**config.mk**
```make
export PLATFORM = sky130hd
export DESIGN_NAME = instruction_decode_unit
export DESIGN_NICKNAME = d
export VERILOG_FILES = /design/src/rtl/rv_isa_pkg.sv /design/src/rtl/rv_ctrl_pkg.sv /design/src/rtl/hazard_flush_unit.sv /design/src/rtl/imm_gen.sv /design/src/rtl/instruction_decode_unit.sv /design/src/rtl/main_control.sv /design/src/rtl/reg_file.sv
export SDC_FILE = /design/constraint.sdc
export NUM_CORES = 2
export LEC_CHECK = 0
export BUFFER_PORTS_ARGS = -buffer_cell sky130_fd_sc_hd__buf_4
export CORE_MARGIN = 10
export CORE_UTILIZATION = 45
export DETAILED_ROUTE_END_ITERATION = 12
export PLACE_DENSITY = 0.67
export SYNTH_ARGS = -nofsm -noshare
export SYNTH_HDL_FRONTEND = slang
export SYNTH_SLANG_ARGS = --single-unit
```
**constraint.sdc**
```tcl
create_clock -name clk -period 5.2 [get_ports clk]
set_input_delay 0.52 -clock clk [delete_from_list [all_inputs] [get_ports clk]]
set_output_delay 0.52 -clock clk [all_outputs]
set_load 0.01 [all_outputs]
```
**src/rtl/rv_isa_pkg.sv**
```systemverilog
`default_nettype none

package rv_isa_pkg;

  localparam int xlen       = 32;  // data path width
  localparam int reg_addr_w = 5;   // register index width
  localparam int num_regs   = 32;  // architectural registers

  localparam int opcode_w = 7;
  localparam int funct3_w = 3;

  // base opcodes of RV32I handled by this decode stage
  typedef enum logic [opcode_w-1:0] {
    op_lui    = 7'b0110111,
    op_auipc  = 7'b0010111,
    op_jal    = 7'b1101111,
    op_jalr   = 7'b1100111,
    op_branch = 7'b1100011,
    op_load   = 7'b0000011,
    op_store  = 7'b0100011,
    op_imm    = 7'b0010011,
    op_reg    = 7'b0110011
  } opcode_e;

  // funct3 of the integer ALU group
  localparam logic [funct3_w-1:0] f3_add  = 3'b000;  // add / sub / addi
  localparam logic [funct3_w-1:0] f3_sll  = 3'b001;
  localparam logic [funct3_w-1:0] f3_slt  = 3'b010;
  localparam logic [funct3_w-1:0] f3_sltu = 3'b011;
  localparam logic [funct3_w-1:0] f3_xor  = 3'b100;
  localparam logic [funct3_w-1:0] f3_sr   = 3'b101;  // srl or sra by bit 30
  localparam logic [funct3_w-1:0] f3_or   = 3'b110;
  localparam logic [funct3_w-1:0] f3_and  = 3'b111;

endpackage

`default_nettype wire

```
**src/rtl/rv_ctrl_pkg.sv**
```systemverilog
`default_nettype none

package rv_ctrl_pkg;

  // alu operation coded like funct3
  typedef enum logic [2:0] {
    alu_add  = rv_isa_pkg::f3_add,
    alu_sll  = rv_isa_pkg::f3_sll,
    alu_slt  = rv_isa_pkg::f3_slt,
    alu_sltu = rv_isa_pkg::f3_sltu,
    alu_xor  = rv_isa_pkg::f3_xor,
    alu_sr   = rv_isa_pkg::f3_sr,
    alu_or   = rv_isa_pkg::f3_or,
    alu_and  = rv_isa_pkg::f3_and
  } alu_op_e;

  typedef enum logic [2:0] {
    imm_i = 3'd0,
    imm_s = 3'd1,
    imm_b = 3'd2,
    imm_u = 3'd3,
    imm_j = 3'd4
  } imm_sel_e;

  typedef enum logic [1:0] {
    res_alu = 2'd0,  // alu result
    res_imm = 2'd1,  // immediate straight through (lui)
    res_pc4 = 2'd2   // link address
  } result_sel_e;

  // control bundle handed to the later stages
  typedef struct packed {
    logic        d_mem_r;
    logic        d_mem_w;
    logic        branch;
    logic        jump;
    logic        write_reg_en;
    logic        mem_to_reg;    // load data instead of result
    result_sel_e result_sel;
    logic        use_rs1;       // operand a read from rs1
    logic        use_rs2;       // rs2 read by the instruction
    logic        alu_src_pc;    // operand a is pc
    logic        alu_src_imm;   // operand b is the immediate
    logic        complement;    // subtract
    imm_sel_e    imm_sel;
    alu_op_e     alu_op;
  } ctrl_t;

  // hold and flush levels for the front of the pipe
  typedef struct packed {
    logic hold_if_reg;
    logic reset_if_reg;
    logic reset_id_reg;
  } pipe_ctrl_t;

endpackage

`default_nettype wire

```
**src/rtl/hazard_flush_unit.sv**
```systemverilog
`default_nettype none

module hazard_flush_unit (
  input  wire logic                               use_rs1,
  input  wire logic                               use_rs2,
  input  wire logic                               mem_read_ex,
  input  wire logic [rv_isa_pkg::reg_addr_w-1:0]  rd_ex,
  input  wire logic [rv_isa_pkg::reg_addr_w-1:0]  rs1,
  input  wire logic [rv_isa_pkg::reg_addr_w-1:0]  rs2,
  input  wire logic                               branch_jump_signal,
  output logic                                    hazard_detect_signal,
  output rv_ctrl_pkg::pipe_ctrl_t                 pipe_ctrl
);

  logic rs1_match;
  logic rs2_match;

  assign rs1_match = use_rs1 && (rd_ex == rs1);
  assign rs2_match = use_rs2 && (rd_ex == rs2);

  // load in execute feeding an operand needed now
  assign hazard_detect_signal = mem_read_ex && (rd_ex != '0) && (rs1_match || rs2_match);

  always_comb begin
    pipe_ctrl = '0;
    if (branch_jump_signal) begin
      // taken branch or jump drops both younger instructions
      pipe_ctrl.reset_if_reg = 1'b1;
      pipe_ctrl.reset_id_reg = 1'b1;
    end else if (hazard_detect_signal) begin
      pipe_ctrl.hold_if_reg  = 1'b1;  // keep fetch
      pipe_ctrl.reset_id_reg = 1'b1;  // bubble into execute
    end
  end

endmodule

`default_nettype wire

```
**src/rtl/imm_gen.sv**
```systemverilog
`default_nettype none

module imm_gen (
  input  wire logic [rv_isa_pkg::xlen-1:0]  instruction,
  input  rv_ctrl_pkg::imm_sel_e             imm_sel,
  output logic      [rv_isa_pkg::xlen-1:0]  imm
);

  logic [rv_isa_pkg::xlen-1:0] i_imm;
  logic [rv_isa_pkg::xlen-1:0] s_imm;
  logic [rv_isa_pkg::xlen-1:0] b_imm;
  logic [rv_isa_pkg::xlen-1:0] u_imm;
  logic [rv_isa_pkg::xlen-1:0] j_imm;

  assign i_imm = {{20{instruction[31]}}, instruction[31:20]};
  assign s_imm = {{20{instruction[31]}}, instruction[31:25], instruction[11:7]};
  assign b_imm = {{19{instruction[31]}}, instruction[31], instruction[7],
                  instruction[30:25], instruction[11:8], 1'b0};  // halfword offset
  assign u_imm = {instruction[31:12], 12'b0};
  assign j_imm = {{11{instruction[31]}}, instruction[31], instruction[19:12],
                  instruction[20], instruction[30:21], 1'b0};

  always_comb begin
    case (imm_sel)
      rv_ctrl_pkg::imm_s: imm = s_imm;
      rv_ctrl_pkg::imm_b: imm = b_imm;
      rv_ctrl_pkg::imm_u: imm = u_imm;
      rv_ctrl_pkg::imm_j: imm = j_imm;
      default:            imm = i_imm;  // imm_i and unused codes
    endcase
  end

endmodule

`default_nettype wire

```
**src/rtl/instruction_decode_unit.sv**
```systemverilog
`default_nettype none

module instruction_decode_unit (
  input  wire logic                               clk,
  input  wire logic                               reset,
  input  wire logic [rv_isa_pkg::xlen-1:0]        instruction,
  input  wire logic [rv_isa_pkg::xlen-1:0]        data_in,          // write-back data
  input  wire logic                               wb_write_en,
  input  wire logic [rv_isa_pkg::reg_addr_w-1:0]  wb_write_addr,
  input  wire logic                               mem_read_ex,      // load in execute
  input  wire logic [rv_isa_pkg::reg_addr_w-1:0]  reg_write_address_ex,
  input  wire logic                               branch_jump_signal,
  output rv_ctrl_pkg::ctrl_t                      ctrl,
  output logic      [2:0]                         fun_3,
  output logic                                    rotate_signal,
  output logic      [rv_isa_pkg::reg_addr_w-1:0]  write_address_for_current_instruction,
  output logic      [rv_isa_pkg::reg_addr_w-1:0]  reg_read_address_1,
  output logic      [rv_isa_pkg::reg_addr_w-1:0]  reg_read_address_2,
  output logic      [rv_isa_pkg::xlen-1:0]        data_1,
  output logic      [rv_isa_pkg::xlen-1:0]        data_2,
  output logic      [rv_isa_pkg::xlen-1:0]        imm,
  output logic                                    hazard_detect_signal,
  output rv_ctrl_pkg::pipe_ctrl_t                 pipe_ctrl
);

  // instruction fields
  assign write_address_for_current_instruction = instruction[11:7];
  assign reg_read_address_1 = instruction[19:15];
  assign reg_read_address_2 = instruction[24:20];
  assign fun_3              = instruction[14:12];
  assign rotate_signal      = instruction[30];  // sra / srai select

  main_control u_main_control (
    .opcode   (instruction[6:0]),
    .funct3   (instruction[14:12]),
    .funct7_5 (instruction[30]),
    .ctrl     (ctrl)
  );

  reg_file u_reg_file (
    .clk         (clk),
    .reset       (reset),
    .read_addr_1 (reg_read_address_1),
    .read_addr_2 (reg_read_address_2),
    .write_addr  (wb_write_addr),
    .write_en    (wb_write_en),
    .write_data  (data_in),
    .data_1      (data_1),
    .data_2      (data_2)
  );

  imm_gen u_imm_gen (
    .instruction (instruction),
    .imm_sel     (ctrl.imm_sel),
    .imm         (imm)
  );

  hazard_flush_unit u_hazard_flush_unit (
    .use_rs1              (ctrl.use_rs1),
    .use_rs2              (ctrl.use_rs2),
    .mem_read_ex          (mem_read_ex),
    .rd_ex                (reg_write_address_ex),
    .rs1                  (reg_read_address_1),
    .rs2                  (reg_read_address_2),
    .branch_jump_signal   (branch_jump_signal),
    .hazard_detect_signal (hazard_detect_signal),
    .pipe_ctrl            (pipe_ctrl)
  );

endmodule

`default_nettype wire

```
**src/rtl/main_control.sv**
```systemverilog
`default_nettype none

module main_control (
  input  wire logic [6:0]         opcode,
  input  wire logic [2:0]         funct3,
  input  wire logic               funct7_5,
  output rv_ctrl_pkg::ctrl_t      ctrl
);

  always_comb begin
    ctrl            = '0;
    ctrl.imm_sel    = rv_ctrl_pkg::imm_i;
    ctrl.result_sel = rv_ctrl_pkg::res_alu;
    ctrl.alu_op     = rv_ctrl_pkg::alu_add;

    case (rv_isa_pkg::opcode_e'(opcode))
      rv_isa_pkg::op_lui: begin
        ctrl.write_reg_en = 1'b1;
        ctrl.result_sel   = rv_ctrl_pkg::res_imm;  // rd = imm
        ctrl.imm_sel      = rv_ctrl_pkg::imm_u;
      end
      rv_isa_pkg::op_auipc: begin
        ctrl.write_reg_en = 1'b1;
        ctrl.alu_src_pc   = 1'b1;  // pc + imm
        ctrl.alu_src_imm  = 1'b1;
        ctrl.imm_sel      = rv_ctrl_pkg::imm_u;
      end
      rv_isa_pkg::op_jal: begin
        ctrl.jump         = 1'b1;
        ctrl.write_reg_en = 1'b1;
        ctrl.result_sel   = rv_ctrl_pkg::res_pc4;
        ctrl.alu_src_pc   = 1'b1;  // target pc + imm
        ctrl.alu_src_imm  = 1'b1;
        ctrl.imm_sel      = rv_ctrl_pkg::imm_j;
      end
      rv_isa_pkg::op_jalr: begin
        ctrl.jump         = 1'b1;
        ctrl.write_reg_en = 1'b1;
        ctrl.result_sel   = rv_ctrl_pkg::res_pc4;
        ctrl.use_rs1      = 1'b1;  // target rs1 + imm
        ctrl.alu_src_imm  = 1'b1;
      end
      rv_isa_pkg::op_branch: begin
        ctrl.branch     = 1'b1;
        ctrl.use_rs1    = 1'b1;
        ctrl.use_rs2    = 1'b1;
        ctrl.complement = 1'b1;  // compare by subtracting
        ctrl.imm_sel    = rv_ctrl_pkg::imm_b;
      end
      rv_isa_pkg::op_load: begin
        ctrl.d_mem_r      = 1'b1;
        ctrl.write_reg_en = 1'b1;
        ctrl.mem_to_reg   = 1'b1;
        ctrl.use_rs1      = 1'b1;
        ctrl.alu_src_imm  = 1'b1;
      end
      rv_isa_pkg::op_store: begin
        ctrl.d_mem_w     = 1'b1;
        ctrl.use_rs1     = 1'b1;
        ctrl.use_rs2     = 1'b1;  // store data
        ctrl.alu_src_imm = 1'b1;
        ctrl.imm_sel     = rv_ctrl_pkg::imm_s;
      end
      rv_isa_pkg::op_imm: begin
        ctrl.write_reg_en = 1'b1;
        ctrl.use_rs1      = 1'b1;
        ctrl.alu_src_imm  = 1'b1;
        ctrl.alu_op       = rv_ctrl_pkg::alu_op_e'(funct3);
      end
      rv_isa_pkg::op_reg: begin
        ctrl.write_reg_en = 1'b1;
        ctrl.use_rs1      = 1'b1;
        ctrl.use_rs2      = 1'b1;
        ctrl.alu_op       = rv_ctrl_pkg::alu_op_e'(funct3);
        ctrl.complement   = (funct3 == rv_isa_pkg::f3_add) && funct7_5;  // sub
      end
      default: begin
        // unknown opcode keeps the all-zero bundle so nothing is written
      end
    endcase
  end

endmodule

`default_nettype wire

```
**src/rtl/reg_file.sv**
```systemverilog
`default_nettype none

module reg_file (
  input  wire logic                               clk,
  input  wire logic                               reset,
  input  wire logic [rv_isa_pkg::reg_addr_w-1:0]  read_addr_1,
  input  wire logic [rv_isa_pkg::reg_addr_w-1:0]  read_addr_2,
  input  wire logic [rv_isa_pkg::reg_addr_w-1:0]  write_addr,
  input  wire logic                               write_en,
  input  wire logic [rv_isa_pkg::xlen-1:0]        write_data,
  output logic      [rv_isa_pkg::xlen-1:0]        data_1,
  output logic      [rv_isa_pkg::xlen-1:0]        data_2
);

  logic [rv_isa_pkg::xlen-1:0] regs [rv_isa_pkg::num_regs];

  always_ff @(posedge clk) begin
    if (reset) begin
      for (int i = 0; i < rv_isa_pkg::num_regs; i++) begin
        regs[i] <= '0;
      end
    end else if (write_en && (write_addr != '0)) begin  // x0 is never written
      regs[write_addr] <= write_data;
    end
  end

  // no bypass so a write shows up after the edge
  always_comb begin
    if (read_addr_1 == '0) begin
      data_1 = '0;
    end else begin
      data_1 = regs[read_addr_1];
    end

    if (read_addr_2 == '0) begin
      data_2 = '0;
    end else begin
      data_2 = regs[read_addr_2];
    end
  end

endmodule

`default_nettype wire

```
==> run metrics <==
post-CTS setup-driven buffer insertion count=0; buffer levels on the longest clock path=3; required time reported for the critical path endpoint=4.68 ns; origin of the worst min-delay path=data_in[11]; count of final hold-check violations=0; final-report setup violation count=0; DP Wirelength=115,000 µm; ANT nets after route=0; average wire length per cell after detail routing=34.0 µm; number of rows in the core area=129; critical path type=input pin to output port; leading registers by flop count=u_reg_file.regs (1024); Peak supply drop=0.246 mV; Period minus WS final=4.42 ns; Avg Inst Size Synth=15.2 µm²; horizontal extent of the die=~370 µm; CTS tree=built; number of global-route vias before repair=between 30,000 and 40,000; count of input and output buffers=216; area of the core=around 120,000 µm²; top layer used by detailed routing=met5; met1 routed wirelength after detailed routing=67,700 µm; slew of the pin with the lowest slew margin=1.24 ns; GRT Util Overall=26.5%; global-route wire length before repair=between 200,000 and 300,000 µm; max-capacitance violation count=0; number of design-rule violations left by the first detailed-router iteration=slightly below 5,000; Synth Warn #=0; total power=20.0 mW; number of nets in the final layout=3,841; Setup TNS Final=0 ns; met3 WL=24,100 µm; initial antenna violation count=20; TritonCTS Buffers=105; post-synthesis instance total=around 3,700; number of max-slew violations in the final report=0; Hold Slack=0.353 ns; Max Clock Freq=226 MHz; Via-to-Cell Ratio=around 6.5; final core utilization=50.6%; CP endpoint kind=output port; total number of H-tree levels=3; layout-stage area growth over the synthesis result=11.9%; most frequently used flop master after synthesis=sky130_fd_sc_hd__edfxtp_1; Post-synth ARST share=0%; final RePlAce weighted congestion=0.858; master cell of the clock root buffer=sky130_fd_sc_hd__clkbuf_16; total number of clock tree sinks=1,024; starting utilization of the core area=45.2%; via total after detailed routing=35,641; met2 WL=around 86,000 µm; register with the most flip-flops=u_reg_file.regs; number of flip-flops in the largest register=1,024; startpoint class of the critical path=input pin; post-CTS sizing=0; Worst setup startpoint=instruction[15]; min-delay worst type=input pin to flip-flop; final cycle utilization of the critical path=85.1%; pin count of the biggest net entering global routing=88; die outline area=between 100,000 and 150,000 µm²; number of detailed-routing iterations run before antenna repair=5; post-synth design cell area=55,700 µm²; power density relative to cell area=between 300 and 400 nW/µm²; biggest fanout along the worst timing path=46; DRC violation count after routing=0; number of buffers inserted by hold repair at cts=0; total detailed-routing wirelength=186,000 µm; synthesized flop and latch total=1,024; unrepaired setup endpoints after global routing=false; unique cell type count in the Yosys netlist=57; post-CTS clock slew at the launch and capture registers of the worst setup and hold paths=~0.060 ns; number of flops mapped to enable cells by yosys=around 1,000; status=finished, final reports clean; CP Data Arrival Time=3.90 ns; num ports=217; Leakage=21.8 nW; max_slew headroom=17.1%; fraction of final layout cells with drive strength greater than 1=30.2%; share of the yosys chip area belonging to registers=55.2%; total congestion overflow after global routing=0; Die Y=372 µm
[final cells by class]
| cell class | count | area, µm² |
|---|---|---|
| Antenna cell | 7 | 17.5 |
| Clock buffer | 124 | 2720 |
| Clock inverter | 64 | 601 |
| Fill cell | 10151 | 60900 |
| Inverter | 4 | 15.0 |
| Multi-Input combinational cell | 2243 | 23100 |
| Sequential cell | 1024 | 30700 |
| Tap cell | 1637 | 2050 |
| Timing Repair Buffer | 384 | 3180 |
[power breakdown]
part	internal (mW)	switching, mW
Clock	4.26	3.26
Sequential	9.54	0.226
Combinational	1.15	1.53
[per-layer routing]
| layer | up-vias | global-route usage [%] |
|---|---|---|
| li1 | 14209 | - |
| met1 | 18415 | 34.3 |
| met2 | 2507 | 41.4 |
| met3 | 492 | 7.62 |
| met4 | 18 | 11.9 |
| met5 | - | 0 |
[cells in the mapped netlist (6+ instances only)]
cell | instances | area, µm²
sky130_fd_sc_hd__mux2_2 | 35 | 394
sky130_fd_sc_hd__or2_2 | 35 | 219
sky130_fd_sc_hd__buf_2 | 50 | 250
sky130_fd_sc_hd__mux4_2 | 507 | 11400
sky130_fd_sc_hd__clkbuf_1 | 250 | 938
sky130_fd_sc_hd__a211oi_1 | 62 | 465
sky130_fd_sc_hd__nor2b_1 | 67 | 419
sky130_fd_sc_hd__and2_1 | 1003 | 6270
sky130_fd_sc_hd__mux2i_1 | 97 | 971
sky130_fd_sc_hd__buf_6 | 27 | 304
sky130_fd_sc_hd__a22oi_1 | 17 | 128
sky130_fd_sc_hd__a221oi_2 | 8 | 120
sky130_fd_sc_hd__buf_4 | 69 | 518
sky130_fd_sc_hd__buf_1 | 9 | 33.8
sky130_fd_sc_hd__a2111oi_0 | 28 | 245
sky130_fd_sc_hd__xor2_1 | 6 | 52.6
sky130_fd_sc_hd__a221oi_1 | 39 | 342
sky130_fd_sc_hd__nand2_1 | 34 | 128
sky130_fd_sc_hd__a21o_1 | 20 | 150
sky130_fd_sc_hd__a211o_1 | 17 | 149
sky130_fd_sc_hd__edfxtp_1 | 1024 | 30700
sky130_fd_sc_hd__a21oi_1 | 68 | 340
sky130_fd_sc_hd__o21ai_0 | 21 | 105
sky130_fd_sc_hd__nor2_1 | 95 | 357
[cell usage in the layout (no fill, tap or decap), types with 18 or more instances in the layout]
master,instances
sky130_fd_sc_hd__nor2_1,62
sky130_fd_sc_hd__a2111oi_0,24
sky130_fd_sc_hd__clkbuf_1,18
sky130_fd_sc_hd__buf_12,20
sky130_fd_sc_hd__edfxtp_1,1024
sky130_fd_sc_hd__buf_4,358
sky130_fd_sc_hd__clkinv_1,25
sky130_fd_sc_hd__a21oi_1,68
sky130_fd_sc_hd__a211oi_1,61
sky130_fd_sc_hd__mux4_2,507
sky130_fd_sc_hd__conb_1,32
sky130_fd_sc_hd__nor2b_1,65
sky130_fd_sc_hd__clkinv_2,19
sky130_fd_sc_hd__and2_1,1003
sky130_fd_sc_hd__nand2_1,34
sky130_fd_sc_hd__a221oi_1,39
sky130_fd_sc_hd__nor2_2,21
sky130_fd_sc_hd__a21o_1,20
sky130_fd_sc_hd__o21ai_0,21
sky130_fd_sc_hd__or2_2,35
sky130_fd_sc_hd__mux2i_1,97
sky130_fd_sc_hd__mux2_2,35
sky130_fd_sc_hd__clkbuf_16,106
[final timing paths]
| path | endpoint | cells past startpoint |
|---|---|---|
| worst max-delay path | data_1[29] | 7 |
| worst min-delay path | u_reg_file.regs[8][11]$_SDFFCE_PN0P_ | 2 |
[worst max-delay path: stages]
cell and delay [ns]:
sky130_fd_sc_hd__buf_8 0.46, sky130_fd_sc_hd__and2_1 0.63, sky130_fd_sc_hd__buf_4 0.42, sky130_fd_sc_hd__a221oi_1 0.27, sky130_fd_sc_hd__a2111oi_0 1.11, sky130_fd_sc_hd__buf_4 0.31
sky130_fd_sc_hd__buf_4 0.14
[per-stage QoR]
| step | std cells | cell area [µm²] | setup slack (ns) |
|---|---|---|---|
| floorplan | 3689 | 55900 | 2.50 |
| global placement | 5292 | 59100 | 0.896 |
| detailed placement | 5292 | 59100 | 0.894 |
| CTS | 5480 | 62400 | 0.873 |
| global route | 5484 | 62400 | 0.820 |
| finish | 5487 | 62400 | 0.776 |
[cells by family after synthesis]
kind of cell    after synthesis  synth area share, %
simple gates               1268                 13.7
flops                      1024                 55.2
mux                         644                 23.2
buf+inv                     422                 4.02
compound gates              289                 3.80
xor+xnor                     10                0.157
other cells                   1              0.00673
(Power assumes the default switching activity.)
